--- src/common/seqPkg.sv ---
`default_nettype none

package seqPkg;

  ////////////////////////////////////////////////////////////
  // Microword layout
  ////////////////////////////////////////////////////////////

  // J[10:0], op[13:11], cond[16:14]
  localparam int JUMP_W      = 11;
  localparam int OP_W        = 3;
  localparam int COND_W      = 3;
  localparam int MICROWORD_W = 17;

  // Dispatch opcode in the op field
  typedef enum logic [OP_W-1:0] {
    DISP_NONE   = 3'd0,
    DISP_SKIP   = 3'd1,
    DISP_NIBBLE = 3'd2,
    DISP_IR     = 3'd3,
    DISP_DIAG   = 3'd4,
    DISP_CALL   = 3'd5,
    DISP_RETURN = 3'd6
  } dispOp_t;

  ////////////////////////////////////////////////////////////
  // APB register map, byte offsets
  ////////////////////////////////////////////////////////////

  typedef enum logic [11:0] {
    REG_CTRL   = 12'h000,
    REG_DIAG   = 12'h004,
    REG_CRADR  = 12'h008,
    REG_STACK  = 12'h00C,
    REG_RETURN = 12'h010,
    // Control store word i lives at CS_BASE + 4*i
    CS_BASE    = 12'h400
  } regAddr_t;

endpackage

`default_nettype wire

--- src/crAddress/nextAddress.sv ---
`timescale 1ns/1ps
`default_nettype none

module nextAddress
  import seqPkg::*;
#(
  parameter int ADDR_WIDTH = 11
) (
  input  logic                  CLK,
  input  logic                  RESET,
  input  logic                  advance,
  input  logic                  forceOnes,
  input  dispOp_t               muxSel,
  input  logic [JUMP_W-1:0]     jump,
  input  logic [COND_W-1:0]     cond,
  input  logic [7:0]            conditions,
  input  logic [3:0]            dispNibble,
  input  logic [ADDR_WIDTH-1:0] irJump,
  input  logic [ADDR_WIDTH-1:0] diagAddr,
  input  logic [ADDR_WIDTH-1:0] returnAddr,
  output logic [ADDR_WIDTH-1:0] cradr
);

  logic [ADDR_WIDTH-1:0] dispMux;
  logic [ADDR_WIDTH-1:0] jumpExt;
  logic [ADDR_WIDTH-1:0] nextAdr;

  assign jumpExt = ADDR_WIDTH'(jump);

  ////////////////////////////////////////////////////////////
  // Dispatch mux
  ////////////////////////////////////////////////////////////

  always_comb begin
    case (muxSel)
      // Skip lands on J or J+1 via bit 0
      DISP_SKIP:   dispMux = ADDR_WIDTH'(conditions[cond]);
      DISP_NIBBLE: dispMux = ADDR_WIDTH'(dispNibble);
      DISP_IR:     dispMux = irJump;
      DISP_DIAG:   dispMux = diagAddr;
      DISP_RETURN: dispMux = returnAddr;
      // NONE and CALL both go straight to J
      default:     dispMux = '0;
    endcase
  end

  // All ones is the trap entry point
  assign nextAdr = forceOnes ? {ADDR_WIDTH{1'b1}} : (jumpExt | dispMux);

  ////////////////////////////////////////////////////////////
  // Current address register
  ////////////////////////////////////////////////////////////

  always_ff @(posedge CLK) begin
    if (RESET) begin
      cradr <= '0;
    end else if (advance) begin
      cradr <= nextAdr;
    end
  end

endmodule

`default_nettype wire

--- config.mk ---
export PLATFORM = sky130hd
export DESIGN_NAME = nextAddress
export DESIGN_NICKNAME = d
export VERILOG_FILES = /design/src/common/seqPkg.sv /design/src/crAddress/nextAddress.sv
export SDC_FILE = /design/constraint.sdc
export NUM_CORES = 1
export LEC_CHECK = 0
export BUFFER_PORTS_ARGS = -buffer_cell sky130_fd_sc_hd__buf_2
export CORE_AREA = 5 5 52 54
export DETAILED_ROUTE_END_ITERATION = 8
export DIE_AREA = 0 0 57 59
export PLACE_DENSITY = 0.82
export SLEW_MARGIN = 10
export SYNTH_ARGS = -nofsm -noshare
export SYNTH_HDL_FRONTEND = slang
export SYNTH_SLANG_ARGS = --single-unit
--- constraint.sdc ---
create_clock -name CLK -period 2.8 [get_ports CLK]
set_clock_uncertainty 0.05 [all_clocks]
set_input_delay 0.56 -clock CLK [delete_from_list [all_inputs] [get_ports CLK]]
set_output_delay 0.56 -clock CLK [all_outputs]
set_load 0.03 [all_outputs]
; ---- Word-level counts from Yosys, hierarchy flattened
; Cells that the tools add are included.
[classes]
magnitude_cmp = 1
n_eq_ne = 5
muxes = 4
bitwise = 1
[ops]
columns = op, count
row1 = 11-bit one-hot mux with 5 select lines, 1
row2 = 11-bit 2-to-1 mux, 1
row3 = 11-bit OR, 1
row4 = 3-bit by 2-bit == test with 1-bit output (second input constant), 2
row5 = 3-bit == test (second input constant), 2
row6 = 3-bit by 4-bit less-than comparator with 1-bit output (second input constant), 1
row7 = 1-bit binary-select mux with 3-bit select, 1
row8 = 3-bit by 1-bit == test with 1-bit output (second input constant), 1
row9 = 1-bit 2-to-1 mux, 1
[word_totals]
register_bits = 11

; ---- Longest topological paths before layout
[logic_depth]
word_depth = 5
mapped_depth = 6
ltp_nobuf = 4

; ---- Least setup slack after synthesis
; OpenSTA, ideal clock, no wires.
[synth_path]
kind = input-to-reg
startpoint = in muxSel[1]
endpoint = reg cradr[2]
setup_time_ps = 132
arrival_ps = 1499
slack_ps = 1119
cell_stages = 5
cell_sequence = buf_6 > buf_6 > mux2_4 > a2111oi_2 > nor3_1
[synth_between]
elab_chain_cells = 4
word_cells_on_any_way = 8
[synth_lines]
columns = element, line_no
row1 = from (decl), nextAddress.sv:13  ; input dispOp_t muxSel,
row2 = 3-bit == test (tied with other cells), nextAddress.sv:35  ; case (muxSel)
row3 = 11-bit one-hot mux with 5 select lines *, nextAddress.sv:35
row4 = 11-bit OR *, nextAddress.sv:48  ; assign nextAdr = forceOnes ? {ADDR_WIDTH{1'b1}} : (jumpExt | dispMux);
row5 = 11-bit 2-to-1 mux *, nextAddress.sv:48
row6 = to (signal assigned), nextAddress.sv:58  ; cradr <= nextAdr;
row7 = to (decl), nextAddress.sv:21  ; output logic [ADDR_WIDTH-1:0] cradr
; Mark *: on every way between the ends. The rest lies on a longest branch, timed or not.
; A chain may end at the register's enable or synchronous reset.

; ---- Worst setup path after layout
[layout_path]
startpoint = in muxSel[1]
endpoint = reg cradr[8]
; Same word-level chain as after synthesis.

==> run_results.csv <==
group,metric,value,unit
critical_path,cp_data_arrival_time,1.76,ns
timing,worst_slew_pin_slew,0.610,ns
critical_path,cp_common_cell,"nor3_1",
yosys,syn_avg_cell_area,8.97,sq um
detailed_routing,vias,950,
finish,regMostFlops,"cradr",
timing,hold_viol_final,0,
timing,max_slew_margin,0.593,
critical_path,crit_chain,"buf_2 -> and3b_1 -> a22o_1 -> nor3_1 -> nor3_1",
timing,whs,0.426,ns
yosys,synth_top_area_frac,0.276,
finish,diodes,0,
critical_path,required,2.93,ns
clocking,cts_made_buffers,3,
clocking,postCtsSetupRepairBufs,0,
place,hpwl,2230,microns
clocking,cts_tree,"done",
critical_path,crit_family,"simple AND/OR/NAND/NOR gates",
global_route,grt_max_degree,17,
global_route,grt_overflow,0,
finish,layout_commonest_cell,"buf_2",
yosys,ys_seq_area_frac,0.276,
detailed_routing,firstDrtPassIters,4,
critical_path,critical-path-max-stage-delay,0.47,ns
die,die-width,57,microns
timing,setup_tns,0,ns
critical_path,startpoint_type,"input pin",
finish,fill_cells,237,
critical_path,crit_fanout,16,
critical_path,reg2reg_from,"cradr[3]",
detailed_routing,viasPerCell,5.03,
clocking,path_clk_slew,0.07,ns
finish,largest_reg_flops,11,
finish,layout-drive-gt1-share,0.540,
min_path,min_from,"cradr[2]",
die,dieHeight,59,microns
yosys,yosysTopAreaCell,"dfxtp_1",
timing,max_freq,0.614,GHz
detailed_routing,antenna_left,0,
clocking,clock_path_buffers,2,
finish,ff_latch_area,220,sq um
global_route,antenna_found_initial,0,
detailed_routing,drc,0,
detailed_routing,drtIter0Drc,30,
timing,period_needed,1.63,ns
die,initial_utilization,0.368,
yosys,synth_area_leaders,"dfxtp_1 (28%), nor3_1 (9.4%), a22o_1 (7.7%)",
die,io_pins,77,
timing,rsz0062_at_grt,"no",
critical_path,critPathCaptureType,"flop",
finish,syn_to_final_growth,49.1,%
critical_path,worst-path-stages,5,
power_and_ir_drop,total_leakage_power,0.587,nW
finish,final_cell_mix,"buf_2 (76), nor3_1 (15), nor2_1 (11), dfxtp_1 (11), a22o_1 (7)",
yosys,yosys.cell_types.count,26,
global_route,grt_pass1_vias,1021,
clocking,hold_buffers,0,
finish,largest_registers,"cradr (11)",
min_path,hold_depth,2,
power_and_ir_drop,irDropWorstVdd,0.201,mV
place,io_buffer_count,76,
yosys,synth_nets,155,
yosys,yosys_warnings,0,
die,rows,17,
critical_path,path_class,"input pin to flop",
clocking,cts-htree-levels,1,
global_route,track_usage,0.168,
detailed_routing,wl,2700,microns
clocking,cts_resized,0,
flow_run,maxCapViolations,0,
critical_path,cp_slowest_cell,"and3b_1",
clocking,clkSinkCount,11,
place,postPlaceCellArea,1160,sq um
place,routabilityCongestion,0.736,
detailed_routing,wl_per_cell,14.3,microns
power_and_ir_drop,power,434,uW
min_path,hold_path_class,"flop to flop",
clocking,cts-root-buf,"clkbuf_4",
die,dieArea,3360,sq um
critical_path,reg2reg_depth,2,
yosys,synthesis.area,798,sq um
finish,multi_input_area,528,sq um
yosys,synthCells,89,
timing,setup_viol,0,
finish,nets,228,
die,coreArea,2170,sq um
yosys,ys_ff_latch,11,
global_route,grt_first_pass_wirelength,4420,microns
finish,post-route-cell-area,1190,sq um
clocking,clk_latency,0.26,ns
timing,min_period_over_period,0.582,
critical_path,crit_start,"muxSel[1]",
power_and_ir_drop,p_per_area,365,nW/um^2
status,run_status,"finished clean",
critical_path,critPathBufInv,1,
timing,drv_slew,0,
-- worst reg2reg max path: stages (launching register included) --
cell and delay [ns]:
dfxtp_1 0.35, nor2_1 0.05, a211oi_1 0.19
-- final timing paths --
path / endpoint / slack [ns]
setup / recovery: cradr[8] / 1.17
hold / removal: cradr[2] / 0.43
setup reg to reg: cradr[3] / 2.09
hold reg to reg: cradr[2] / 0.43
-- synth_stat cells --
library cell  count
or2_1             1
and3b_1           1
mux4_2            1
nor2b_1           2
nand3b_1          1
a21oi_1           1
nor2_1           11
dfxtp_1          11
nand2b_1          1
clkbuf_1          4
buf_6             2
a2111oi_2         2
mux2_2            4
a211oi_1          6
or2_0             1
nor3_1           15
mux2_1            5
o2111ai_1         1
a22oi_1           2
nor3b_1           2
a22o_1            7
buf_2             1
mux2_4            1
buf_4             1
mux2i_1           4
nand3_1           1
-- metal layers --
| layer | GRT usage | share of wire |
|---|---|---|
| met5 | 0 | 0 |
| met4 | 0.0596 | 0.0070 |
| met3 | 0.0675 | 0.12 |
| met2 | 0.295 | 0.49 |
| met1 | 0.184 | 0.38 |
-- metrics by stage --
step	utilization	setup slack, ns	instances
after floorplan	-	1.12	89
after global placement	0.536	0.977	185
after detailed placement	0.536	0.905	185
after CTS	0.548	1.18	189
after global routing	0.548	1.04	189
final	0.548	1.17	189
-- cell families after synthesis --
group,share of synthesized area
simple gates,0.230
compound gates,0.207
mux,0.224
flops,0.276
buf+inv,0.0627
-- final cells by class --
class	count	area share
Multi-Input combinational cell	70	0.444
Sequential cell	11	0.185
Timing Repair Buffer	76	0.320
Tap cell	28	0.0294
Clock buffer	4	0.0221
-- power breakdown --
group / internal (mW) / switching, mW
Clock: 0.0550 / 0.0530
Sequential: 0.169 / 0.00594
Combinational: 0.0738 / 0.0777
Total: 0.298 / 0.137
Power figures use the tool's default switching activity.
