File: src/common/seqPkg.sv
`default_nettype none

package seqPkg;

  ////////////////////////////////////////////////////////////
  // Microword layout
  ////////////////////////////////////////////////////////////

  // J[10:0], op[13:11], cond[16:14]
  localparam int JUMP_W      = 11;
  localparam int OP_W        = 3;
  localparam int COND_W      = 3;
  localparam int MICROWORD_W = 17;

  // Dispatch opcode in the op field
  typedef enum logic [OP_W-1:0] {
    DISP_NONE   = 3'd0,
    DISP_SKIP   = 3'd1,
    DISP_NIBBLE = 3'd2,
    DISP_IR     = 3'd3,
    DISP_DIAG   = 3'd4,
    DISP_CALL   = 3'd5,
    DISP_RETURN = 3'd6
  } dispOp_t;

  ////////////////////////////////////////////////////////////
  // APB register map, byte offsets
  ////////////////////////////////////////////////////////////

  typedef enum logic [11:0] {
    REG_CTRL   = 12'h000,
    REG_DIAG   = 12'h004,
    REG_CRADR  = 12'h008,
    REG_STACK  = 12'h00C,
    REG_RETURN = 12'h010,
    // Control store word i lives at CS_BASE + 4*i
    CS_BASE    = 12'h400
  } regAddr_t;

endpackage

`default_nettype wire

File: src/source/apbDiagPort.sv
`timescale 1ns/1ps
`default_nettype none

module apbDiagPort
  import seqPkg::*;
#(
  parameter int ADDR_WIDTH  = 11,
  parameter int STACK_DEPTH = 16
) (
  input  logic                           CLK,
  input  logic                           RESET,
  input  logic                           PSEL,
  input  logic                           PENABLE,
  input  logic                           PWRITE,
  input  logic [11:0]                    PADDR,
  input  logic [31:0]                    PWDATA,
  output logic [31:0]                    PRDATA,
  output logic                           PREADY,
  output logic                           PSLVERR,
  input  logic [ADDR_WIDTH-1:0]          cradr,
  input  logic [$clog2(STACK_DEPTH)-1:0] stackPtr,
  input  logic [$clog2(STACK_DEPTH):0]   stackDepth,
  input  logic [ADDR_WIDTH-1:0]          returnAddr,
  input  logic                           dispParity,
  input  logic [MICROWORD_W-1:0]         csReadData,
  output logic                           run,
  output logic [ADDR_WIDTH-1:0]          diagAddr,
  output logic                           csWrite,
  output logic [ADDR_WIDTH-1:0]          csIndex,
  output logic [MICROWORD_W-1:0]         csWriteData
);

  logic        access;
  logic        csHit;
  logic        mapped;
  logic        readOnly;
  logic [11:0] csOffset;

  // Zero wait states, the access phase is always one cycle
  assign access = PSEL & PENABLE;
  assign PREADY = 1'b1;

  ////////////////////////////////////////////////////////////
  // Control store window
  ////////////////////////////////////////////////////////////

  assign csHit       = (PADDR >= CS_BASE);
  assign csOffset    = PADDR - CS_BASE;
  assign csIndex     = ADDR_WIDTH'(csOffset[11:2]);
  assign csWriteData = PWDATA[MICROWORD_W-1:0];

  // Store is locked while the sequencer fetches from it
  assign csWrite = access & PWRITE & csHit & ~run;

  ////////////////////////////////////////////////////////////
  // Register decode and read mux
  ////////////////////////////////////////////////////////////

  always_comb begin
    PRDATA   = '0;
    mapped   = 1'b1;
    readOnly = 1'b0;
    if (csHit) begin
      PRDATA = run ? '0 : 32'(csReadData);
    end else begin
      case (PADDR)
        REG_CTRL:   PRDATA = {31'b0, run};
        REG_DIAG:   PRDATA = 32'(diagAddr);
        REG_CRADR: begin
          PRDATA   = 32'(cradr);
          readOnly = 1'b1;
        end
        REG_STACK: begin
          // Parity at 16, depth at 8..4, pointer at 3..0
          PRDATA   = 32'({dispParity, 7'b0, 5'(stackDepth), 4'(stackPtr)});
          readOnly = 1'b1;
        end
        REG_RETURN: begin
          PRDATA   = 32'(returnAddr);
          readOnly = 1'b1;
        end
        default:    mapped = 1'b0;
      endcase
    end
  end

  assign PSLVERR = access & (~mapped | (readOnly & PWRITE) | (csHit & run));

  ////////////////////////////////////////////////////////////
  // Run and diagnostic address registers
  ////////////////////////////////////////////////////////////

  always_ff @(posedge CLK) begin
    if (RESET) begin
      run      <= 1'b0;
      diagAddr <= '0;
    end else if (access && PWRITE && !csHit) begin
      case (PADDR)
        REG_CTRL: run      <= PWDATA[0];
        REG_DIAG: diagAddr <= PWDATA[ADDR_WIDTH-1:0];
        default:  ;
      endcase
    end
  end

endmodule

`default_nettype wire

File: config.mk
export PLATFORM = sky130hd
export DESIGN_NAME = apbDiagPort
export DESIGN_NICKNAME = d
export VERILOG_FILES = /design/src/common/seqPkg.sv /design/src/source/apbDiagPort.sv
export SDC_FILE = /design/constraint.sdc
export NUM_CORES = 1
export LEC_CHECK = 0
export ABC_AREA = 1
export BUFFER_PORTS_ARGS = -buffer_cell sky130_fd_sc_hd__buf_4
export CAP_MARGIN = 5
export CORE_UTILIZATION = 37
export DETAILED_ROUTE_END_ITERATION = 10
export PLACE_DENSITY = 0.88
export SYNTH_ARGS = -nofsm -noshare
export SYNTH_HDL_FRONTEND = slang
export SYNTH_SLANG_ARGS = --single-unit
File: constraint.sdc
create_clock -name CLK -period 2.6 [get_ports CLK]
set_input_delay 0 -clock CLK [delete_from_list [all_inputs] [get_ports CLK]]
set_output_delay 0 -clock CLK [all_outputs]
set_load 0.1 [all_outputs]
# Word level (Yosys, flattened, before mapping)
# Index checks and enable logic that the tools add are counted.
# totals
word_cells	34
out_inout_bits	75
register_bits	12
input_bits	98
# classes
eq_ne	4
n_reduce_logical	8
n_mux	7
magnitude_cmp	1
add_sub_neg	1
n_bitwise	11
# op_table
cell	count
$pmux 17 s5	1
$mux 17	2
$eq 12x4->1 const B	2
$eq 12x3->1 const B	1
$eq 12x5->1 const B	1
$ge 12x11->1 const B	1
$logic_not 12->1	1
$sub 12x11->12 const B	1
$and 1x1->1	7
$reduce_or 5->1	1
$mux 1	4
$reduce_and 2->1	2
$reduce_or 3->1	1
$logic_and 1x1->1	2
$not 1->1	2
$or 1x1->1	2
$logic_not 1->1	1

# Logic depth before layout (Yosys ltp)
# logic_depth
depth_word	8
mapped_depth	11
depth_no_buf	11

# Least setup slack after synthesis
# OpenSTA, ideal clock, no wires.
# synth_path
kind	input-to-output
start	in PADDR[10]
end	out PRDATA[16]
path_stages	7
arrival_time_ns	3.535
required_time_ns	2.600
slack_ns	-0.935
n_path_buf	1
cell_sequence	inv_1 -> ha_1 -> nand2_2 -> inv_2 -> buf_2 -> nand3_1 -> o21ai_0
# synth_between
elab_chain_len	3
# synth_rtl
item	line_no	rtl
start, declared	apbDiagPort.sv:15	input logic [11:0] PADDR,
branches (longest 2 deep; another with $ge 12x11->1)	n/a	
$mux 17 (*)	apbDiagPort.sv:63	if (csHit) begin
end, declared	apbDiagPort.sv:17	output logic [31:0] PRDATA,
# Every way passes the cells marked *.

# Worst setup path after layout
# layout_path
start	reg run
end	out PRDATA[16]
# layout_between
elab_chain_len	2
# layout_rtl
item	line_no	rtl
start, declared	apbDiagPort.sv:26	output logic run,
start signal, assigned	apbDiagPort.sv:99	REG_CTRL: run <= PWDATA[0];
$mux 17	apbDiagPort.sv:64	PRDATA = run ? '0 : 32'(csReadData);
$mux 17	apbDiagPort.sv:63	
# No other way between the ends.

==> metrics.md <==
| Metric | Value |
|---|---|
| Status | complete, no violations |
| Residual DRC | 0 |
| Adder-Cell Fraction of Synth Area | 1.61% |
| Synth warnings | 0 |
| Postcts setup bufs | 0 |
| Placer Congestion | 0.834 |
| CTS Buffer Depth | 2 |
| Worst Path Max Fanout | 13 |
| Final Hold Fails | 0 |
| CTS tree | yes |
| Antenna cells | 0 |
| Share of layout cells above drive strength 1 | 40.4% |
| Slowest stage delay, CP | 690 ps |
| GRT Total Usage | 20.3% |
| HP Start | PWDATA[13] |
| F_max | between 500 and 600 MHz |
| Placement Rows | 23 |
| Fin util | 57.9% |
| Critical path endpoint category | output pin |
| Slowest CP cell | nor2_1 |
| R2R Setup Slk | 1840 ps |
| Cell area power density | 416 mW/mm^2 |
| Main combinational cell family by area after synthesis | simple AND/OR/NAND/NOR gates |
| IO Port Bufs | 128 |
| Final WL | 4790 um |
| Wire per inst | 11.5 um |
| Endpoints failing setup | 0 |
| Reg2reg path depth | 2 |
| Post-DP HPWL | 4040 um |
| First-pass GRT wire length | 6980 um |
| Combinational fraction of design power | between 60% and 70% |
| Slew headroom | 41.0% |
| Clock Sinks | 12 |
| Post-Synthesis Cells | approximately 270 |
| Clk slew on worst S/H paths | about 60 ps |
| Slew Limit Fails | 0 |
| FF+latch count, synth | 12 |
| CP Launch Type | flip-flop |
| Fin Clk Skew | 0 ps |
| CP Class | flip-flop to output pin |
| CP cell instances | nor2_1, nand2_1, o21ai_1, buf_4 |
| Via count | 1,928 |
| # IOs | between 150 and 200 |
| Post-synthesis sequential area ratio | 15.5% |
| DR iter-0 viols | 57 |
| Critical R2R Launch | run |
| Minimum clock period | roughly 1800 ps |
| RR Endpoint | run |
| Die height | 66.8 um |
| Simple-gate share of the synthesized area | 40.8% |
| Nets | 467 |
| Initial antenna violation count | 0 |
| Number of global-route vias before repair | 1,638 |
| Hold Path Stages | 0 |
| Via density | 4.63 |
| Sw Ratio | 53.4% |
| Post-route ant nets | 0 |
| Max Cap Viol | 0 |
| Fillers | just over 400 |
| Hold buffer count at cts | 0 |
| Reg power frac | 19.0% |
| HP Class | input port to output pin |
| Initial Utilization | between 30% and 40% |
| Actual slew at the worst max-slew pin | 881 ps |
| WHS | about 0.036 ps |
| RSZ-0062 raised after global routing | false |
| Post-CTS sizing | 0 |
| Final period util | 69.4% |
| Cell Int Power | 0.000452 W |
| CTS H-tree lvls | 1 |
| Worst EP arrival | 1800 ps |
| Aggregate global routing overflow | 0 |
| Netlist Area Pre-Place | approximately 0.0016 sq mm |
| Complex-gate fraction of the synthesized area | 11.7% |
| WHS Endpoint | csWriteData[13] |
| TNS Setup | 0 ps |
| Xor/xnor share of the synthesized area | 0% |
| Syn_area_per_cell | roughly 5.8 sq um |
| Area growth syn-to-layout | 50.2% |
| Mux contribution to synthesized area | 0% |
| CP required | 2600 ps |
| First-pass DRT Iterations | 4 |
| Clk pwr share | between 20% and 30% |
| Largest net degree at the start of global routing | 26 |
| Die area | ~0.0045 sq mm |
| TritonCTS Buffers | 3 |
| Core ar. | 0.00403 sq mm |
| Later-pin clock latency in the skew report | 240 ps |
| Pleak | about 1.3 nW |
| Clock Root Buffer | clkbuf_8 |
| Post-Layout Cell Count | 416 |
| Dpl cells | around 410 |
| Peak VDD IR | 0.324 mV |
| Die width | 66.8 um |
| Psw | 0.000518 W |
| Post-synth cell types | 24 |
## critical path, delay by kind of cell (launching register included)
family                 cells  cell delay [ps]
flip-flops                 1              340
AND/OR/NAND/NOR            2              790
buffers and inverters      1              310
AO/OA/AOI/OAI              1              120
## power by group through the flow
stage               clock network (W)  logic [W]  registers (W)
floorplan                           0   0.000512       0.000188
global placement                    0   0.000583       0.000188
detailed placement                  0   0.000587       0.000188
CTS                          0.000204   0.000587       0.000184
global route                 0.000217   0.000608       0.000184
finish                       0.000200   0.000586       0.000184
## stage by stage
stage | total power [W] | cell area (sq um) | setup WS, ps
finish | 0.000970 | 2330 | 795
global route | 0.00101 | 2330 | 688
CTS | 0.000975 | 2330 | 799
detailed placement | 0.000775 | 2280 | 855
global placement | 0.000771 | 2280 | 867
floorplan | 0.000700 | 1610 | -182
## layout make-up
class / count / area [sq um] / area share [%]
multi-input cells: 195 / 908 / 38.9
well taps: 50 / 62.6 / 2.68
inverters: 26 / 97.6 / 4.18
flip-flops and latches: 12 / 240 / 10.3
clock buffers: 4 / 55.1 / 2.36
repair buffers: 129 / 968 / 41.5
## state kept, by name (all words and copies together), names as in the netlist
register / cells
run: 1
diagAddr: 11
## cells in the final DEF (no fill, tap or decap), drive strengths merged
cell type and n:
buf 129, nand2 76, conb 17, nor3 5, nor2 21, clkbuf 4
o21ai 22, ha 2, nand3 39, dfxtp 12, a21oi 12, inv 26
o21bai 1
## cells by family (layout without fill, tap and decap cells)
kind of cell / after synthesis / in the layout
AOI/OAI and AO/OA: 35 / 35
adders and majority gates: 2 / 2
other: 2 / 17
buffers and inverters: 76 / 159
DFF: 12 / 12
and+or+nand+nor: 141 / 141
## synth_stat cells, drive strengths merged
cell type   n  share of area, %
dfxtp      12                15
o21bai      1              0.48
clkbuf      2              0.48
buf        48                23
nand3      39                13
a21oi      12               3.9
nand2      76                19
nor2       21               6.4
o21ai      22               7.3
inv        26               6.3
nor3        5               2.7
conb        2              0.48
ha          2               1.6
## layer usage
| layer | part of all wire (%) | GRT usage [%] |
|---|---|---|
| met1 | 40 | 23.7 |
| met2 | 52 | 37.8 |
| met4 | 0.52 | 3.99 |
| met3 | 8.1 | 3.77 |
| met5 | 0 | 0 |
## how the worst max path moves through the flow
stage,startpoint,slack (ps),end,cells after the start
after global placement,PADDR[10],870,PRDATA[10],7
after floorplan,PADDR[10],-180,PRDATA[16],7
after global routing,run,690,PRDATA[10],4
final,run,800,PRDATA[16],4
after CTS,run,800,PRDATA[10],4
after detailed placement,PADDR[10],860,PRDATA[10],7
Power figures use the tool's default switching activity.
