--- config.mk ---
export PLATFORM = sky130hd
export DESIGN_NAME = seqControl
export DESIGN_NICKNAME = d
export VERILOG_FILES = /design/src/common/seqPkg.sv /design/src/source/seqControl.sv
export SDC_FILE = /design/constraint.sdc
export NUM_CORES = 1
export LEC_CHECK = 0
export ABC_AREA = 1
export ABC_CLOCK_PERIOD_IN_PS = 800
export BUFFER_PORTS_ARGS = -buffer_cell sky130_fd_sc_hd__buf_4
export CORE_AREA = 2 2 39 41
export DETAILED_ROUTE_END_ITERATION = 16
export DIE_AREA = 0 0 41 43
export PLACE_DENSITY = 0.42
export SYNTH_ARGS = -nofsm -noshare
export SYNTH_HDL_FRONTEND = slang
export SYNTH_SLANG_ARGS = --single-unit
--- constraint.sdc ---
create_clock -name vclk -period 0.8
set_input_delay 0.04 -clock vclk [all_inputs]
set_output_delay 0.04 -clock vclk [all_outputs]
set_load 0.02 [all_outputs]
--- src/common/seqPkg.sv ---
`default_nettype none

package seqPkg;

  ////////////////////////////////////////////////////////////
  // Microword layout
  ////////////////////////////////////////////////////////////

  // J[10:0], op[13:11], cond[16:14]
  localparam int JUMP_W      = 11;
  localparam int OP_W        = 3;
  localparam int COND_W      = 3;
  localparam int MICROWORD_W = 17;

  // Dispatch opcode in the op field
  typedef enum logic [OP_W-1:0] {
    DISP_NONE   = 3'd0,
    DISP_SKIP   = 3'd1,
    DISP_NIBBLE = 3'd2,
    DISP_IR     = 3'd3,
    DISP_DIAG   = 3'd4,
    DISP_CALL   = 3'd5,
    DISP_RETURN = 3'd6
  } dispOp_t;

  ////////////////////////////////////////////////////////////
  // APB register map, byte offsets
  ////////////////////////////////////////////////////////////

  typedef enum logic [11:0] {
    REG_CTRL   = 12'h000,
    REG_DIAG   = 12'h004,
    REG_CRADR  = 12'h008,
    REG_STACK  = 12'h00C,
    REG_RETURN = 12'h010,
    // Control store word i lives at CS_BASE + 4*i
    CS_BASE    = 12'h400
  } regAddr_t;

endpackage

`default_nettype wire

--- src/source/seqControl.sv ---
`timescale 1ns/1ps
`default_nettype none

module seqControl
  import seqPkg::*;
(
  input  dispOp_t           op,
  input  logic [COND_W-1:0] cond,
  input  logic              run,
  input  logic              trap,
  output dispOp_t           muxSel,
  output logic              advance,
  output logic              forceOnes,
  output logic              push,
  output logic              pop,
  output logic              dispParity
);

  logic isCall;
  logic isReturn;

  ////////////////////////////////////////////////////////////
  // Opcode decode
  ////////////////////////////////////////////////////////////

  assign isCall   = (op == DISP_CALL);
  assign isReturn = (op == DISP_RETURN);

  // Trap overrides the dispatch, so the mux is parked on J alone
  always_comb begin
    if (trap) begin
      muxSel = DISP_NONE;
    end else begin
      muxSel = op;
    end
  end

  ////////////////////////////////////////////////////////////
  // Sequencing controls
  ////////////////////////////////////////////////////////////

  // A trap steps the sequencer even when halted
  assign advance   = run | trap;
  assign forceOnes = trap;

  // Trap counts as a call and saves the interrupted address
  assign push = (isCall | trap) & advance;

  // No pop under trap, the return would be lost otherwise
  assign pop = isReturn & ~trap & run;

  // Diagnostic parity over the dispatch fields
  assign dispParity = ^{op, cond};

endmodule

`default_nettype wire

== Yosys cells after proc, flatten, opt, wreduce, memory -nomap -nowiden ==
Cells that the tools add are included.

* Reductions and logical operators: 1
* Bitwise gates (word level): 6
* Mux-type cells: 1
* Eq/ne operators: 2
* Multiply operators: 0
* Shifts and indexed selects: 0
* Div/mod/pow operators: 0
* $lt $le $gt $ge: 0
* Add/subtract/negate cells: 0

{| class="wikitable"
|+ Operator list
! operator !! number
|-
| 3-bit equality test (second input constant) || 2
|-
| 6-bit XOR reduction || 1
|-
| 1-bit AND || 3
|-
| 3-bit two-way mux || 1
|-
| 1-bit bitwise OR || 2
|-
| 1-bit inverter || 1
|}

* Memories kept: 0
* Latch bits: 0
* Register bits: 0
* Memory bits (read-only): 0
* Input bits: 8
* Word-level logic and storage cells: 10
* RAM bits: 0

== Longest topological paths before layout ==
Gate-level depths: netlist of the first run.

* Depth after elaboration: 3
* Gate-level depth with buffers: 7

== Worst setup path after synthesis of the first run ==
No wires, ideal clock.

* Path kind: input -> output
* Start: in run
* End: out pop
* Buffers on the path: 0
* Setup slack: -0.002 ns
* Stages on the path: 2
* Arrival: 0.762 ns
* Cell sequence: inv_1 nor4_1

* Word-level cells in the longest chain between the ends: 1

{| class="wikitable"
|+ Ends and longest elaborated chain
! element !! line !! text
|-
| from (decl) || seqControl.sv:9 || <nowiki>input logic run,</nowiki>
|-
| 1-bit AND || seqControl.sv:50 || <nowiki>assign pop = isReturn & ~trap & run;</nowiki>
|-
| to (decl) || seqControl.sv:15 || <nowiki>output logic pop,</nowiki>
|}

No other way between the ends.

== Worst setup path after layout of the first run ==
* Start: in op[0]
* End: out dispParity

* Word-level cells in the longest chain between the ends: 1

{| class="wikitable"
|+ Ends and longest elaborated chain
! element !! line !! text
|-
| from (decl) || seqControl.sv:7 || <nowiki>input dispOp_t op,</nowiki>
|-
| 6-bit XOR reduction || seqControl.sv:53 || <nowiki>assign dispParity = ^{op, cond};</nowiki>
|-
| to (decl) || seqControl.sv:16 || <nowiki>output logic dispParity</nowiki>
|}

No other way between the ends.

==> results of run 1 <==
-- synth_stat cells --
cell type	instances	share of area, %
buf_4	1	4.8
inv_1	8	19
inv_2	1	2.4
nand2_1	19	45
nand2_2	2	7.9
nand3_1	2	6.3
nor2_1	3	7.1
nor4_1	1	4.0
o21ai_0	1	3.2
-- metrics by stage --
stage,hold WS (ns),instances,setup WS [ns],area [µm²],utilization [%]
after floorplan,0.132,38,0.116,164,-
after global routing,0.354,69,0.00799,305,22.1
after CTS,0.343,69,0.0705,297,21.4
after detailed placement,0.341,69,0.0705,297,21.4
final,0.337,69,0.0755,305,22.1
after global placement,0.341,69,0.0706,297,21.4
-- power by group through the flow --
stage | Sequential (mW) | Combinational (mW) | Clock (mW)
2_1_floorplan | 0 | 0.0951 | 0
6_report | 0 | 0.186 | 0
3_5_place_dp | 0 | 0.177 | 0
4_1_cts | 0 | 0.178 | 0
5_1_grt | 0 | 0.206 | 0
3_3_place_gp | 0 | 0.177 | 0
-- critical path, stage by stage --
cell and delay [ns]:
buf_4 0.13, inv_2 0.06, nand2_1 0.04, nand2_1 0.06, nand2_2 0.06, nand2_1 0.06
nand2_1 0.04, nand2_1 0.07, buf_6 0.11
-- cells by family (layout without fill, tap and decap cells) --
group,after synthesis,count (layout),synth area share (%)
buffers and inverters,10,25,26.2
AO/OA/AOI/OAI,1,1,3.17
AND/OR/NAND/NOR,27,27,70.6
-- worst paths after layout --
kind | start | endpoint | depth (start not counted)
setup / recovery | op[0] | dispParity | 9
hold / removal | trap | forceOnes | 2
-- cell usage in the layout, fill, tap and decap left out --
cell and n:
buf_4 15, inv_2 3, buf_6 1, nand3_2 1, o21ai_0 1, nand2_1 19
inv_1 6, nand3_1 1, nor4_2 1, nand2_2 2, nor2_1 3
-- timing repair --
action | CTS | global route
endpoints found under the hold margin | 0 | 0
endpoints found under the setup margin | 0 | 1
resized for setup | 0 | 4
-- cell type report --
cell class         count  area share, %
inverters              9           11.1
repair buffers        16           40.6
multi-input cells     28           41.8
well taps             16           6.56
-- per-layer routing --
layer	routed length, µm	vias to the layer above
met5	0	-
met4	0	0
met3	47	0
met2	194	10
met1	193	92
li1	-	140
==> flow_summary.toml, run 1 <==
[layout]
drive_above_1_share_pct = 43.4
syn_to_final_growth_pct = 93.7
fill_cells = 167
clockBufferCount = 0
seq_cells = 0
diodes = 0
layout.area.seq_um2 = 0
nets = 63
multiInputGateArea_um2 = 128

[timing]
finalSetupTns_ns = 0
finalMaxSlewViolations = 0
setup-violations-final = 0
hold_violations = 0
worst_pin_slew_ns = 0.208
fin_crit_ns = 0.725
rsz0062_at_grt = "false"
slew_headroom_pct = 86.0
fmax_mhz = 1380
finalCritPeriodShare_pct = 90.6

[power_and_ir_drop]
cellLeakagePower_nw = 0.199
p_int_mw = 0.0851
power_switching_share_pct = 54.2
switchingPower_mw = 0.101
peakVddDrop_mv = 0.157
p_total_mw = 0.186
p_per_area_nw_per_um2 = 608
p_clk_share_pct = 0
pwr-share-comb_pct = 100.0
p_seq_share_pct = 0

[grt]
grt_max_degree = 7
met2_usage_pct = 8.44
antenna_found_initial = 0
gr-usage-met3_pct = 0
grt_pass1_wl_um = 703
gr-total-overflow = 0
track_usage_pct = 5.09
grt_pass1_vias = 191
met1_usage_pct = 7.59
grt-busiest-layer = "met2"

[die]
die-area_um2 = 1760
coreArea_um2 = 1380
die_width_um = 41
die_y_um = 43
io_pins = 16
std_cell_rows = 14
start_util_pct = 11.4

[yosys]
yosys_warnings = 0
synth.avg_cell_area_um2 = 4.15
synth_area_um2 = 158
postSynthCellCount = 38
seq_area_frac_synth_pct = 0
ys_types = 9
synth_nets = 46

[cts]
post_cts_buffers = 0
cts_hold_buf = 0

[worst_hold_path]
hp-class = "in -> out"

[place]
portBuffers = 16
gp_congestion = 0.633
place_hpwl_um = 384

[routing]
drt-vias-per-instance = 3.51
wl_um = 434
drcViolationCount = 0
drt_iter0_markers = 0
vias = 242
avgRoutedWirePerCell_um = 6.29
ant_nets = 0
first_pass_iters = 1

[critical_path]
crit_path_start_kind = "primary input"
arrival_ns = 0.68
cp-end-kind = "output port"
crit_required_ns = 0.76
crit_type = "in -> out"
crit_fanout = 5

[run_status]
outcome = "finished clean"

[flow_run]
drv_cap = 0
No activity file was read; power rests on OpenSTA's default activity.
==> run 2: changes to the inputs <==
Settings changed: RECOVER_POWER from default to 25.
==> run 2 against run 1 <==
Net effect: critical path depth is the same; via count unchanged; sequential cell count unchanged; global-route usage is the same; critical path type unchanged.
==> flow_summary.toml, run 2 (same netlist as run 1, synthesis figures left out) <==
[run_status]
outcome = "finished clean"

[routing]
avgRoutedWirePerCell_um = 6.26
drt-vias-per-instance = 3.51
vias = 242
drcViolationCount = 0
ant_nets = 0
wl_um = 432
drt_iter0_markers = 0
first_pass_iters = 1

[power_and_ir_drop]
p_per_area_nw_per_um2 = 608
cellLeakagePower_nw = 0.195
peakVddDrop_mv = 0.147
p_total_mw = 0.183

[timing]
finalCritPeriodShare_pct = 90.6
worst_pin_slew_ns = 0.245
finalMaxSlewViolations = 0
slew_headroom_pct = 83.7
hold_violations = 0
finalSetupTns_ns = 0
rsz0062_at_grt = "false"
setup-violations-final = 0
fin_crit_ns = 0.725
fmax_mhz = 1380

[layout]
mostFrequentLayoutCell = "nand2_1"
clockBufferCount = 0
layout.area.seq_um2 = 0
layout_common_cells = "19 x nand2_1, 14 x buf_4, 6 x inv_1"
fill_cells = 169
seq_cells = 0
diodes = 0
syn_to_final_growth_pct = 91.3
drive_above_1_share_pct = 41.5
finalInstanceArea_um2 = 302
nets = 63
finalNonFillerCells = 69

[die]
std_cell_rows = 14
start_util_pct = 11.4
die_width_um = 41
coreArea_um2 = 1380
die-area_um2 = 1760
die_y_um = 43
io_pins = 16

[cts]
cts_hold_buf = 0
post_cts_buffers = 0

[critical_path]
arrival_ns = 0.68
crit_fanout = 5
crit_path_start_kind = "primary input"
crit_required_ns = 0.76
crit_type = "in -> out"
cp-end-kind = "output port"

[grt]
track_usage_pct = 5.09
gr-total-overflow = 0
antenna_found_initial = 0
grt_max_degree = 7
grt_pass1_wl_um = 703
grt_pass1_vias = 191

[place]
portBuffers = 16
place_inst = 69
dpl_cell_area_um2 = 297
gp_congestion = 0.633
place_hpwl_um = 384

[flow_run]
drv_cap = 0

[worst_hold_path]
hp-class = "in -> out"
run 2: changes by cell type in the layout (fill, tap and decap cells not counted), sizes merged:
| cell | previous run | this run |
|---|---|---|
| buf | 16 | 15 |
| clkbuf | 0 | 1 |
run 2: worst paths after layout:
| path | depth (start not counted) | slack (ns) | to | from |
|---|---|---|---|---|
| worst min-delay path | 2 | 0.38 | forceOnes | trap |
| worst max-delay path | 9 | 0.08 | dispParity | op[0] |
run 2: critical path: stages:
cell	delay, ns
buf_4	0.13
inv_2	0.06
nand2_1	0.04
nand2_1	0.06
nand2_2	0.06
nand2_1	0.06
nand2_1	0.04
nand2_1	0.07
buf_6	0.11
run 2: cell type report:
cell class / instances / area [µm²] / area share (%)
Inverter: 9 / 33.8 / 11.2
Tap cell: 16 / 20.0 / 6.64
Timing Repair Buffer: 16 / 120 / 39.8
Multi-Input combinational cell: 28 / 128 / 42.3
run 2: where the power goes:
part | switching, mW | internal (mW)
registers | 0 | 0
clock network | 0 | 0
logic | 0.100 | 0.0829
total | 0.100 | 0.0829
run 2: routing by layer:
metal	global-route usage (%)	vias up	share of wire (%)
met4	0	0	0
met5	0	-	0
li1	-	140	-
met2	8.44	10	45
met1	7.59	92	44
met3	0	0	10
run 2: metrics by stage:
stage,hold WS [ns],setup slack (ns),util (%)
global route,0.391,0.00799,21.8
finish,0.379,0.0755,21.8
global placement,0.341,0.0706,21.4
CTS,0.343,0.0705,21.4
detailed placement,0.341,0.0705,21.4
floorplan,0.132,0.116,-
run 2: timing repair:
action	in CTS	in global routing
gates resized for setup	0	4
endpoints found under the setup margin	0	1
hold endpoints to repair	0	0
