## config.mk

```make
export PLATFORM = sky130hd
export DESIGN_NAME = returnStack
export DESIGN_NICKNAME = d
export VERILOG_FILES = /design/src/crAddress/returnStack.sv
export SDC_FILE = /design/constraint.sdc
export NUM_CORES = 1
export LEC_CHECK = 0
export BUFFER_PORTS_ARGS = -buffer_cell sky130_fd_sc_hd__buf_2
export CAP_MARGIN = 20
export CORE_ASPECT_RATIO = 0.75
export CORE_MARGIN = 1
export CORE_UTILIZATION = 60
export DETAILED_ROUTE_END_ITERATION = 16
export GPL_TIMING_DRIVEN = 1
export PLACE_DENSITY = 0.78
export SLEW_MARGIN = 10
export SYNTH_ARGS = -nofsm -noshare
export SYNTH_HDL_FRONTEND = slang
export SYNTH_SLANG_ARGS = --single-unit
```

## constraint.sdc

```tcl
create_clock -name CLK -period 5.15 [get_ports CLK]
set_input_delay 0.7725 -clock CLK [delete_from_list [all_inputs] [get_ports CLK]]
set_output_delay 0.7725 -clock CLK [all_outputs]
set_load 0.02 [all_outputs]
```

## src/crAddress/returnStack.sv

```systemverilog
`timescale 1ns/1ps
`default_nettype none

module returnStack #(
  parameter int ADDR_WIDTH  = 11,
  parameter int STACK_DEPTH = 16
) (
  input  logic                           CLK,
  input  logic                           RESET,
  input  logic                           push,
  input  logic                           pop,
  input  logic [ADDR_WIDTH-1:0]          pushData,
  output logic [ADDR_WIDTH-1:0]          returnAddr,
  output logic [$clog2(STACK_DEPTH)-1:0] stackPtr,
  output logic [$clog2(STACK_DEPTH):0]   stackDepth
);

  localparam int PTR_W = $clog2(STACK_DEPTH);

  logic [ADDR_WIDTH-1:0] stack [STACK_DEPTH];
  logic [ADDR_WIDTH-1:0] topReg;
  logic [PTR_W-1:0]      ptrBelow;

  // Entry that becomes the top after a pop
  assign ptrBelow = stackPtr - PTR_W'(2);

  ////////////////////////////////////////////////////////////
  // Pointer and depth
  ////////////////////////////////////////////////////////////

  // Pointer wraps freely, so a full stack overwrites its oldest entry
  always_ff @(posedge CLK) begin
    if (RESET) begin
      stackPtr   <= '0;
      stackDepth <= '0;
    end else if (push) begin
      stackPtr <= stackPtr + PTR_W'(1);
      if (stackDepth != (PTR_W+1)'(STACK_DEPTH)) begin
        stackDepth <= stackDepth + (PTR_W+1)'(1);
      end
    end else if (pop) begin
      stackPtr <= stackPtr - PTR_W'(1);
      if (stackDepth != '0) begin
        stackDepth <= stackDepth - (PTR_W+1)'(1);
      end
    end
  end

  ////////////////////////////////////////////////////////////
  // Storage and top of stack
  ////////////////////////////////////////////////////////////

  always_ff @(posedge CLK) begin
    if (push) begin
      stack[stackPtr] <= pushData;
      topReg          <= pushData;
    end else if (pop) begin
      topReg <= stack[ptrBelow];
    end
  end

  // Top always mirrors the entry at pointer minus one
  assign returnAddr = topReg;

endmodule

`default_nettype wire

```

Yosys cells after proc, flatten, opt, wreduce, memory -nomap -nowiden
Memories as Yosys holds them, arrays and structs flattened.
Index checks and enable logic that the tools add are counted.
{"block": "word_totals", "reg_bits": 20, "ramBits": 176, "in_bits": 15, "out_inout_bits": 20, "word_cells": 25, "memories": 1}
{"memory": "stack", "words": 16, "width": 11, "read_ports": 1, "rd_clocked_by_memory_dff": 0, "wr": 1, "line_no": "20", "rtl": "logic [ADDR_WIDTH-1:0] stack [STACK_DEPTH];"}
{"block": "classes", "add_sub_neg": 5, "n_eq_ne": 2, "n_mux": 10, "reduce_logical": 4}
{"operator": "11-bit 2-to-1 mux", "count": 2}
{"operator": "5-bit 2-to-1 mux", "count": 4}
{"operator": "4-bit 2-to-1 mux", "count": 2}
{"operator": "5-bit by 1-bit adder with 5-bit output, second input constant", "count": 1}
{"operator": "5-bit inequality test, second input constant", "count": 1}
{"operator": "5-bit nonzero test", "count": 1}
{"operator": "5-bit by 1-bit subtractor with 5-bit output, second input constant", "count": 1}
{"operator": "4-bit by 1-bit adder with 4-bit output, second input constant", "count": 1}
{"operator": "2-bit nonzero test", "count": 2}
{"operator": "4-bit by 1-bit subtractor with 4-bit output, second input constant", "count": 1}
{"operator": "4-bit by 2-bit subtractor with 4-bit output, second input constant", "count": 1}
{"operator": "3-bit AND reduction", "count": 1}
{"operator": "1-bit 2-to-1 mux", "count": 2}
{"operator": "2-bit by 1-bit inequality test with 1-bit output, second input constant", "count": 1}

Logic depth before layout (Yosys ltp)
Gate-level depths: netlist of the first run.
{"block": "logic_depth", "ltp_word": 4, "ltp_mapped": 10, "ltp_nobuf": 6}

Least setup slack after synthesis of the first run
No wires, ideal clock.
{"block": "synth_path", "kind": "register to register", "from": "register stackPtr[1]", "to": "register topReg[1], in the netlist returnAddr[1], data pin", "setup_ps": 270, "t_arrival_ps": 2626, "required_time_ps": 4880, "setup_slack_ps": 2254, "path_stages_with_launch": 11, "n_path_buf": 5, "period_less_slack_ps": 2896, "cell_sequence": "dfxtp_1 > buf_2 > buf_2 > clkinv_1 > ha_1 > buf_2 > buf_2 > clkbuf_1 > nand3_1 > o221ai_1 > o311ai_1"}
{"block": "synth_between", "elab_chain_len": 4}
{"element": "start: declaration", "line_no": "14", "rtl": "output logic [$clog2(STACK_DEPTH)-1:0] stackPtr,"}
{"element": "start signal: assignment", "line_no": "37", "rtl": "stackPtr <= stackPtr + PTR_W'(1);"}
{"element": "start signal: assignment", "line_no": "42", "rtl": "stackPtr <= stackPtr - PTR_W'(1);"}
{"element": "4-bit by 2-bit subtractor with 4-bit output", "line_no": "25", "rtl": "assign ptrBelow = stackPtr - PTR_W'(2);"}
{"element": "memory 16 x 11 bit"}
{"element": "11-bit 2-to-1 mux", "line_no": "57", "rtl": "end else if (pop) begin"}
{"element": "11-bit 2-to-1 mux", "line_no": "54", "rtl": "if (push) begin"}
{"element": "end signal: assignment", "line_no": "56", "rtl": "topReg <= pushData;"}
{"element": "end signal: assignment", "line_no": "58", "rtl": "topReg <= stack[ptrBelow];"}
{"element": "end: declaration", "line_no": "21", "rtl": "logic [ADDR_WIDTH-1:0] topReg;"}
No other way between the ends. The select of a mux whose other input is x is not followed.
A chain may end at the register's enable or synchronous reset.

Final worst setup path of the first run
{"block": "layout_path", "from": "register stackPtr[0]", "to": "memory stack[9][5], enable pin"}
{"element": "end: declaration", "line_no": "20"}
No word-level cell before the write port.

==> results of run 1 <==
[through the flow]
| stage | power, uW | cells | hold slack [ns] |
|---|---|---|---|
| 2_1_floorplan | 2409 | 449 | 0.5472 |
| 3_3_place_gp | 2591 | 632 | 0.4999 |
| 3_5_place_dp | 2617 | 634 | 0.5204 |
| 4_1_cts | 3878 | 664 | 0.5270 |
| 5_1_grt | 4008 | 675 | 0.5592 |
| 6_report | 3887 | 675 | 0.5324 |
[per-layer routing]
| metal | track usage (%) | vias up | wire length (microns) |
|---|---|---|---|
| li1 | - | 1890 | - |
| met1 | 37.85 | 2272 | 6915 |
| met2 | 40.72 | 279 | 8028 |
| met3 | 5.906 | 43 | 1531 |
| met4 | 11.93 | 0 | 511 |
| met5 | 0 | - | 0 |
[cells in the final DEF, fill, tap and decap left out, types with 8 or more instances in the layout]
| cell | synthesis | final |
|---|---|---|
| o21ai_0 | 8 | 8 |
| clkbuf_16 | 0 | 17 |
| nor2_1 | 22 | 21 |
| a2bb2oi_1 | 10 | 10 |
| mux2_2 | 30 | 30 |
| buf_2 | 13 | 34 |
| mux4_2 | 20 | 20 |
| o22ai_1 | 8 | 8 |
| edfxtp_1 | 187 | 187 |
| nand2_1 | 16 | 16 |
| mux2i_1 | 15 | 15 |
| buf_4 | 4 | 10 |
[worst max-delay path: stages, from the launching register on]
cell and delay [ns]:
dfxtp_2 0.84, buf_4 0.53, nand2_1 0.19, nor2_1 0.89
[final cells by class]
| class | count | area [sq um] | share of cell area [%] |
|---|---|---|---|
| flip-flops and latches | 196 | 5798 | 64.87 |
| multi-input cells | 223 | 2033 | 22.75 |
| clock buffers | 18 | 429.2 | 4.802 |
| repair buffers | 50 | 312.8 | 3.500 |
| well taps | 171 | 214.0 | 2.394 |
| clock inverters | 12 | 131.4 | 1.470 |
| inverters | 5 | 18.77 | 0.2100 |
[Yosys cell counts, drive strengths merged]
master,instances
a21oi,5
o32ai,3
o221a,7
a22oi,4
a211oi,2
mux2,30
nor2,22
nand3,7
a21o,5
buf,18
inv,3
dfxtp,9
o22ai,8
mux4,20
mux2i,15
o211ai,4
o31ai,2
xor2,1
or4,1
and2,7
edfxtp,187
o311ai,4
xnor2,3
o221ai,6
a2111oi,1
clkbuf,7
nor3,4
and2b,1
nand2,16
ha,6
nand2b,7
o21a,1
a22o,1
a2bb2oi,10
or2,3
nor2b,2
and3,1
o21ai,12
clkinv,2
fa,2
[sequential cells by signal (all words and copies together) (netlist names)]
name / cells
returnAddr: 11
stack: 176
stackDepth: 5
stackPtr: 4
[worst max path at each step]
stage,from,endpoint,depth (start not counted)
3_3_place_gp,stackPtr[0],stack[3][0],3
5_1_grt,stackPtr[0],stack[9][0],3
2_1_floorplan,stackPtr[1],returnAddr[1],10
3_5_place_dp,stackPtr[0],stack[1][9],3
4_1_cts,stackPtr[0],stack[1][3],3
6_report,stackPtr[0],stack[9][5],3
[where the power goes]
part,internal [uW],switching [uW],total [uW]
Clock,710,576,1290
Sequential,1840,56.1,1900
Combinational,288,414,702
Total,2840,1050,3890
[cells by family after synthesis]
| family | count (synthesis) |
|---|---|
| xor+xnor | 4 |
| buf+inv | 30 |
| flops | 196 |
| mux | 65 |
| compound gates | 75 |
| fa+ha+maj | 8 |
| simple gates | 71 |
==> metrics, run 1 <==
status=completed; Remaining DRCs=0; CTS max path bufs=2; CP Capture Type=flop; initial antenna violation count=0; initial drt markers=605; Leak=0.002969 uW; FF-to-FF setup slack=2.27 ns; CTS-repair resized insts=0; ranking of synthesized cells by area=edfxtp_1 (71%), mux4_2 (5.7%), mux2_2 (4.2%); Ant. Diodes=0; vias in the first global route=4336; reg2reg end=stack[9][5]; syn nets=472; Yosys top cell by area=edfxtp_1; Synth Area in XOR/XNOR=0.4407%; Worst Reg-to-Reg Cells=3; drt first pass iters=5; crit path DAT=2.94 ns; WL per Instance=25.16 microns; Vias=4484; first-pass GRT wire length=25630 microns; share of layout cells above drive strength 1=29.76%; GRT Total Usage=26.80%; post-CTS setup buffers=0; unrepaired setup endpoints after global routing=false; Worst Skew=0.01358 ns; Placed Area=0.008273 sq mm; Synth Area in Compound Gates=7.287%; CTS Hold Buffers Added=0; HP Start=stackDepth[2]; drt total wl=16990 microns; post-route ant nets=0; I/O pin cnt=35; Hold Path Depth=2; Avg Inst Size Synth=17.71 sq um; pwr dens=434.9 mW/mm^2; num rows=36; Yosys warning total=0; R2R Path Start=stackPtr[0]; worst hold path class=reg2reg; Syn Std Cell Area=0.007950 sq mm; Slew headroom=25.35%; CTS clk-pin slew, worst paths=0.07 ns; # H-tree levels=4; hpwl dp=10530 microns; RePlAce Congestion=0.8348; Worst Tran Pin Value=1.116 ns; Fillers=814; Setup CP Type=reg2reg; Post-Route Setup TNS=0 ns; pre-CTS setup slack=2.137 ns; CTS tree=done; Initial Utilization=61.28%; DR vias/cell=6.643; Num CTS Buffers=17; Finished Cell Area=0.008937 sq mm; Mapped Cells=449; #FFs+latches synth=196; simple-gate area share of the yosys netlist=4.312%; FMAX=0.3468 GHz; core footprint=0.01297 sq mm; Worst VDD drop=0.3150 mV; Die Wd=134.9 microns; die area=0.01372 sq mm; final hold violations=0; Worst Slack Setup Final=2.267 ns; Synth top area share=70.63%; largest family of logic cells by synthesized area=multiplexers; Final Cycle Share=55.98%; Clock Latency Late Sink=0.44 ns; minimum clock period=2.883 ns; Die Y-Extent=101.7 microns; Area growth syn-to-layout=12.42%; fin. max-slew vios=0; PortBufs=34; Sink Count=196; WP data required=5.20 ns; register area share after synthesis=72.90%; final core utilization=68.89%; Worst Hold Endpoint=stackDepth[2]; root buf cell=clkbuf_16; CP Max Fanout=31; Synth cell types=47; max-cap check violation count=0; Setup crit start kind=flop; final setup vio count=0; total congestion overflow=0; nets=516; largest net degree at the start of global routing=58; proportion of synthesized area in mux cells=11.80%; Adder-Cell Fraction of Synth Area=1.448%
Power figures use the tool's default switching activity.
==> inputs of run 2 (changes only) <==
clock period = 2.9 ns   (was 5.15 ns; I/O delays follow)
==> run 2 against run 1 <==
Compared with the run above:
- via count increased by 2.1%
- critical path depth increased by 4
- setup slack got worse by 1.9 ns
- worst hold slack got worse by 0.22 ns
==> metrics, run 2 (synthesis results as in run 1) <==
initial antenna violation count=0; post-route ant nets=0; Die Wd=134.9 microns; hpwl dp=11470 microns; GRT Total Usage=27.94%; R2R Path Start=stackPtr[1]; vias in the first global route=4464; Int Pwr=5108 uW; CTS tree=done; nets=531; share of layout cells above drive strength 1=32.05%; WP data required=3.06 ns; combinational fraction of design power=18.8%; WL per Instance=26.01 microns; Area growth syn-to-layout=14.10%; net switching power=1937 uW; CTS clk-pin slew, worst paths=0.07 ns; core footprint=0.01297 sq mm; RePlAce Congestion=0.9089; Most flops, register=stack; Clock Power Share=33.5%; CP Capture Type=flop; Clock Latency Late Sink=0.43 ns; Ant. Diodes=0; crit path DAT=2.69 ns; CTS Hold Buffers Added=0; CP Max Fanout=14; sequential share of power=47.7%; switching share of power=27.49%; first-pass GRT wire length=26650 microns; Worst Reg-to-Reg Cells=7; DR vias/cell=6.618; Finished Cell Area=0.009071 sq mm; minimum clock period=2.529 ns; die area=0.01372 sq mm; status=completed; drt total wl=18000 microns; unrepaired setup endpoints after global routing=false; Remaining DRCs=0; Setup CP Type=reg2reg; # H-tree levels=4; largest net degree at the start of global routing=58; max-cap check violation count=0; pre-CTS setup slack=0.4325 ns; Final Cycle Share=87.22%; initial drt markers=733; Post-Route Setup TNS=0 ns; worst hold path class=in2reg; Worst Tran Pin Value=0.8143 ns; Num CTS Buffers=17; CTS-repair resized insts=0; root buf cell=clkbuf_16; most frequent cells in the layout=edfxtp_1 (187), buf_2 (34), mux2_2 (30), buf_4 (30), nor2_1 (22); Initial Utilization=61.28%; total congestion overflow=0; Sink Count=196; drt first pass iters=5; max FFs per register=176; Setup crit start kind=flop; PortBufs=34; Vias=4580; commonest non-fill, non-tap cell in the layout=edfxtp_1; FMAX=0.3954 GHz; Leak=0.003082 uW; I/O pin cnt=35; Critical Path Source=stackPtr[1]; Worst Skew=0.009825 ns; Placed Area=0.008477 sq mm; Slew headroom=45.72%; CTS max path bufs=2; FF-to-FF setup slack=0.37 ns; num rows=36; final setup vio count=0; Worst VDD drop=0.6044 mV; pwr dens=776.7 mW/mm^2; Die Y-Extent=101.7 microns; final hold violations=0; fin. max-slew vios=0; Critical path destination=returnAddr[1]; Worst Slack Setup Final=0.3707 ns; reg2reg end=returnAddr[1]; post-CTS setup buffers=0
-- run 2: cell types whose count changed in the layout (fill, tap and decap cells not counted), sizes merged --
cell | previous run | this run
inv | 6 | 10
buf | 50 | 65
clkinvlp | 5 | 1
clkinv | 4 | 7
clkbuf | 18 | 17
-- run 2: metal layers --
layer / GRT usage [%] / vias up / wire (microns)
met3: 6.707 / 60 / 1974
met1: 40.80 / 2288 / 7459
met2: 41.59 / 309 / 8004
met5: 0 / - / 0
met4: 10.03 / 0 / 559
li1: - / 1923 / -
-- run 2: worst min path at each step --
stage                     slack, ns           from             to  cells past startpoint
after floorplan                0.53    pushData[0]    stack[0][0]                      0
after global placement         0.51  stackDepth[2]  stackDepth[2]                      2
after detailed placement       0.50  stackDepth[2]  stackDepth[2]                      2
after CTS                      0.32          RESET  stackDepth[4]                      2
after global routing           0.33          RESET    stackPtr[0]                      2
final                          0.31          RESET    stackPtr[0]                      2
-- run 2: through the flow --
step / instances / hold WS [ns] / power (uW) / util (%)
6_report: 692 / 0.3140 / 7046 / 69.93
5_1_grt: 692 / 0.3337 / 7253 / 69.93
4_1_cts: 692 / 0.3157 / 7047 / 69.93
3_5_place_dp: 660 / 0.5011 / 4712 / 65.35
3_3_place_gp: 660 / 0.5065 / 4659 / 65.35
2_1_floorplan: 449 / 0.5339 / 4279 / -
-- run 2: final cells by class --
type                            instances  area [sq um]
Multi-Input combinational cell        223          2031
Tap cell                              171         214.0
Inverter                                5         18.77
Fill cell                             799          3901
Clock buffer                           17         425.4
Clock inverter                         15         168.9
Timing Repair Buffer                   65         415.4
Sequential cell                       196          5798
-- run 2: power by group through the flow --
stage | Clock (uW) | Combinational, uW | Sequential, uW
after floorplan | 0 | 801 | 3480
after global placement | 0 | 1250 | 3410
after detailed placement | 0 | 1290 | 3420
after CTS | 2370 | 1310 | 3360
after global routing | 2480 | 1410 | 3370
final | 2360 | 1320 | 3360
-- run 2: critical path, cell delays in order (launching register included) --
cell and delay [ns]:
dfxtp_2 0.33, clkinv_1 0.20, ha_1 0.39, clkinv_1 0.45, buf_4 0.34, and2_1 0.15
o221ai_1 0.23, o311ai_1 0.16
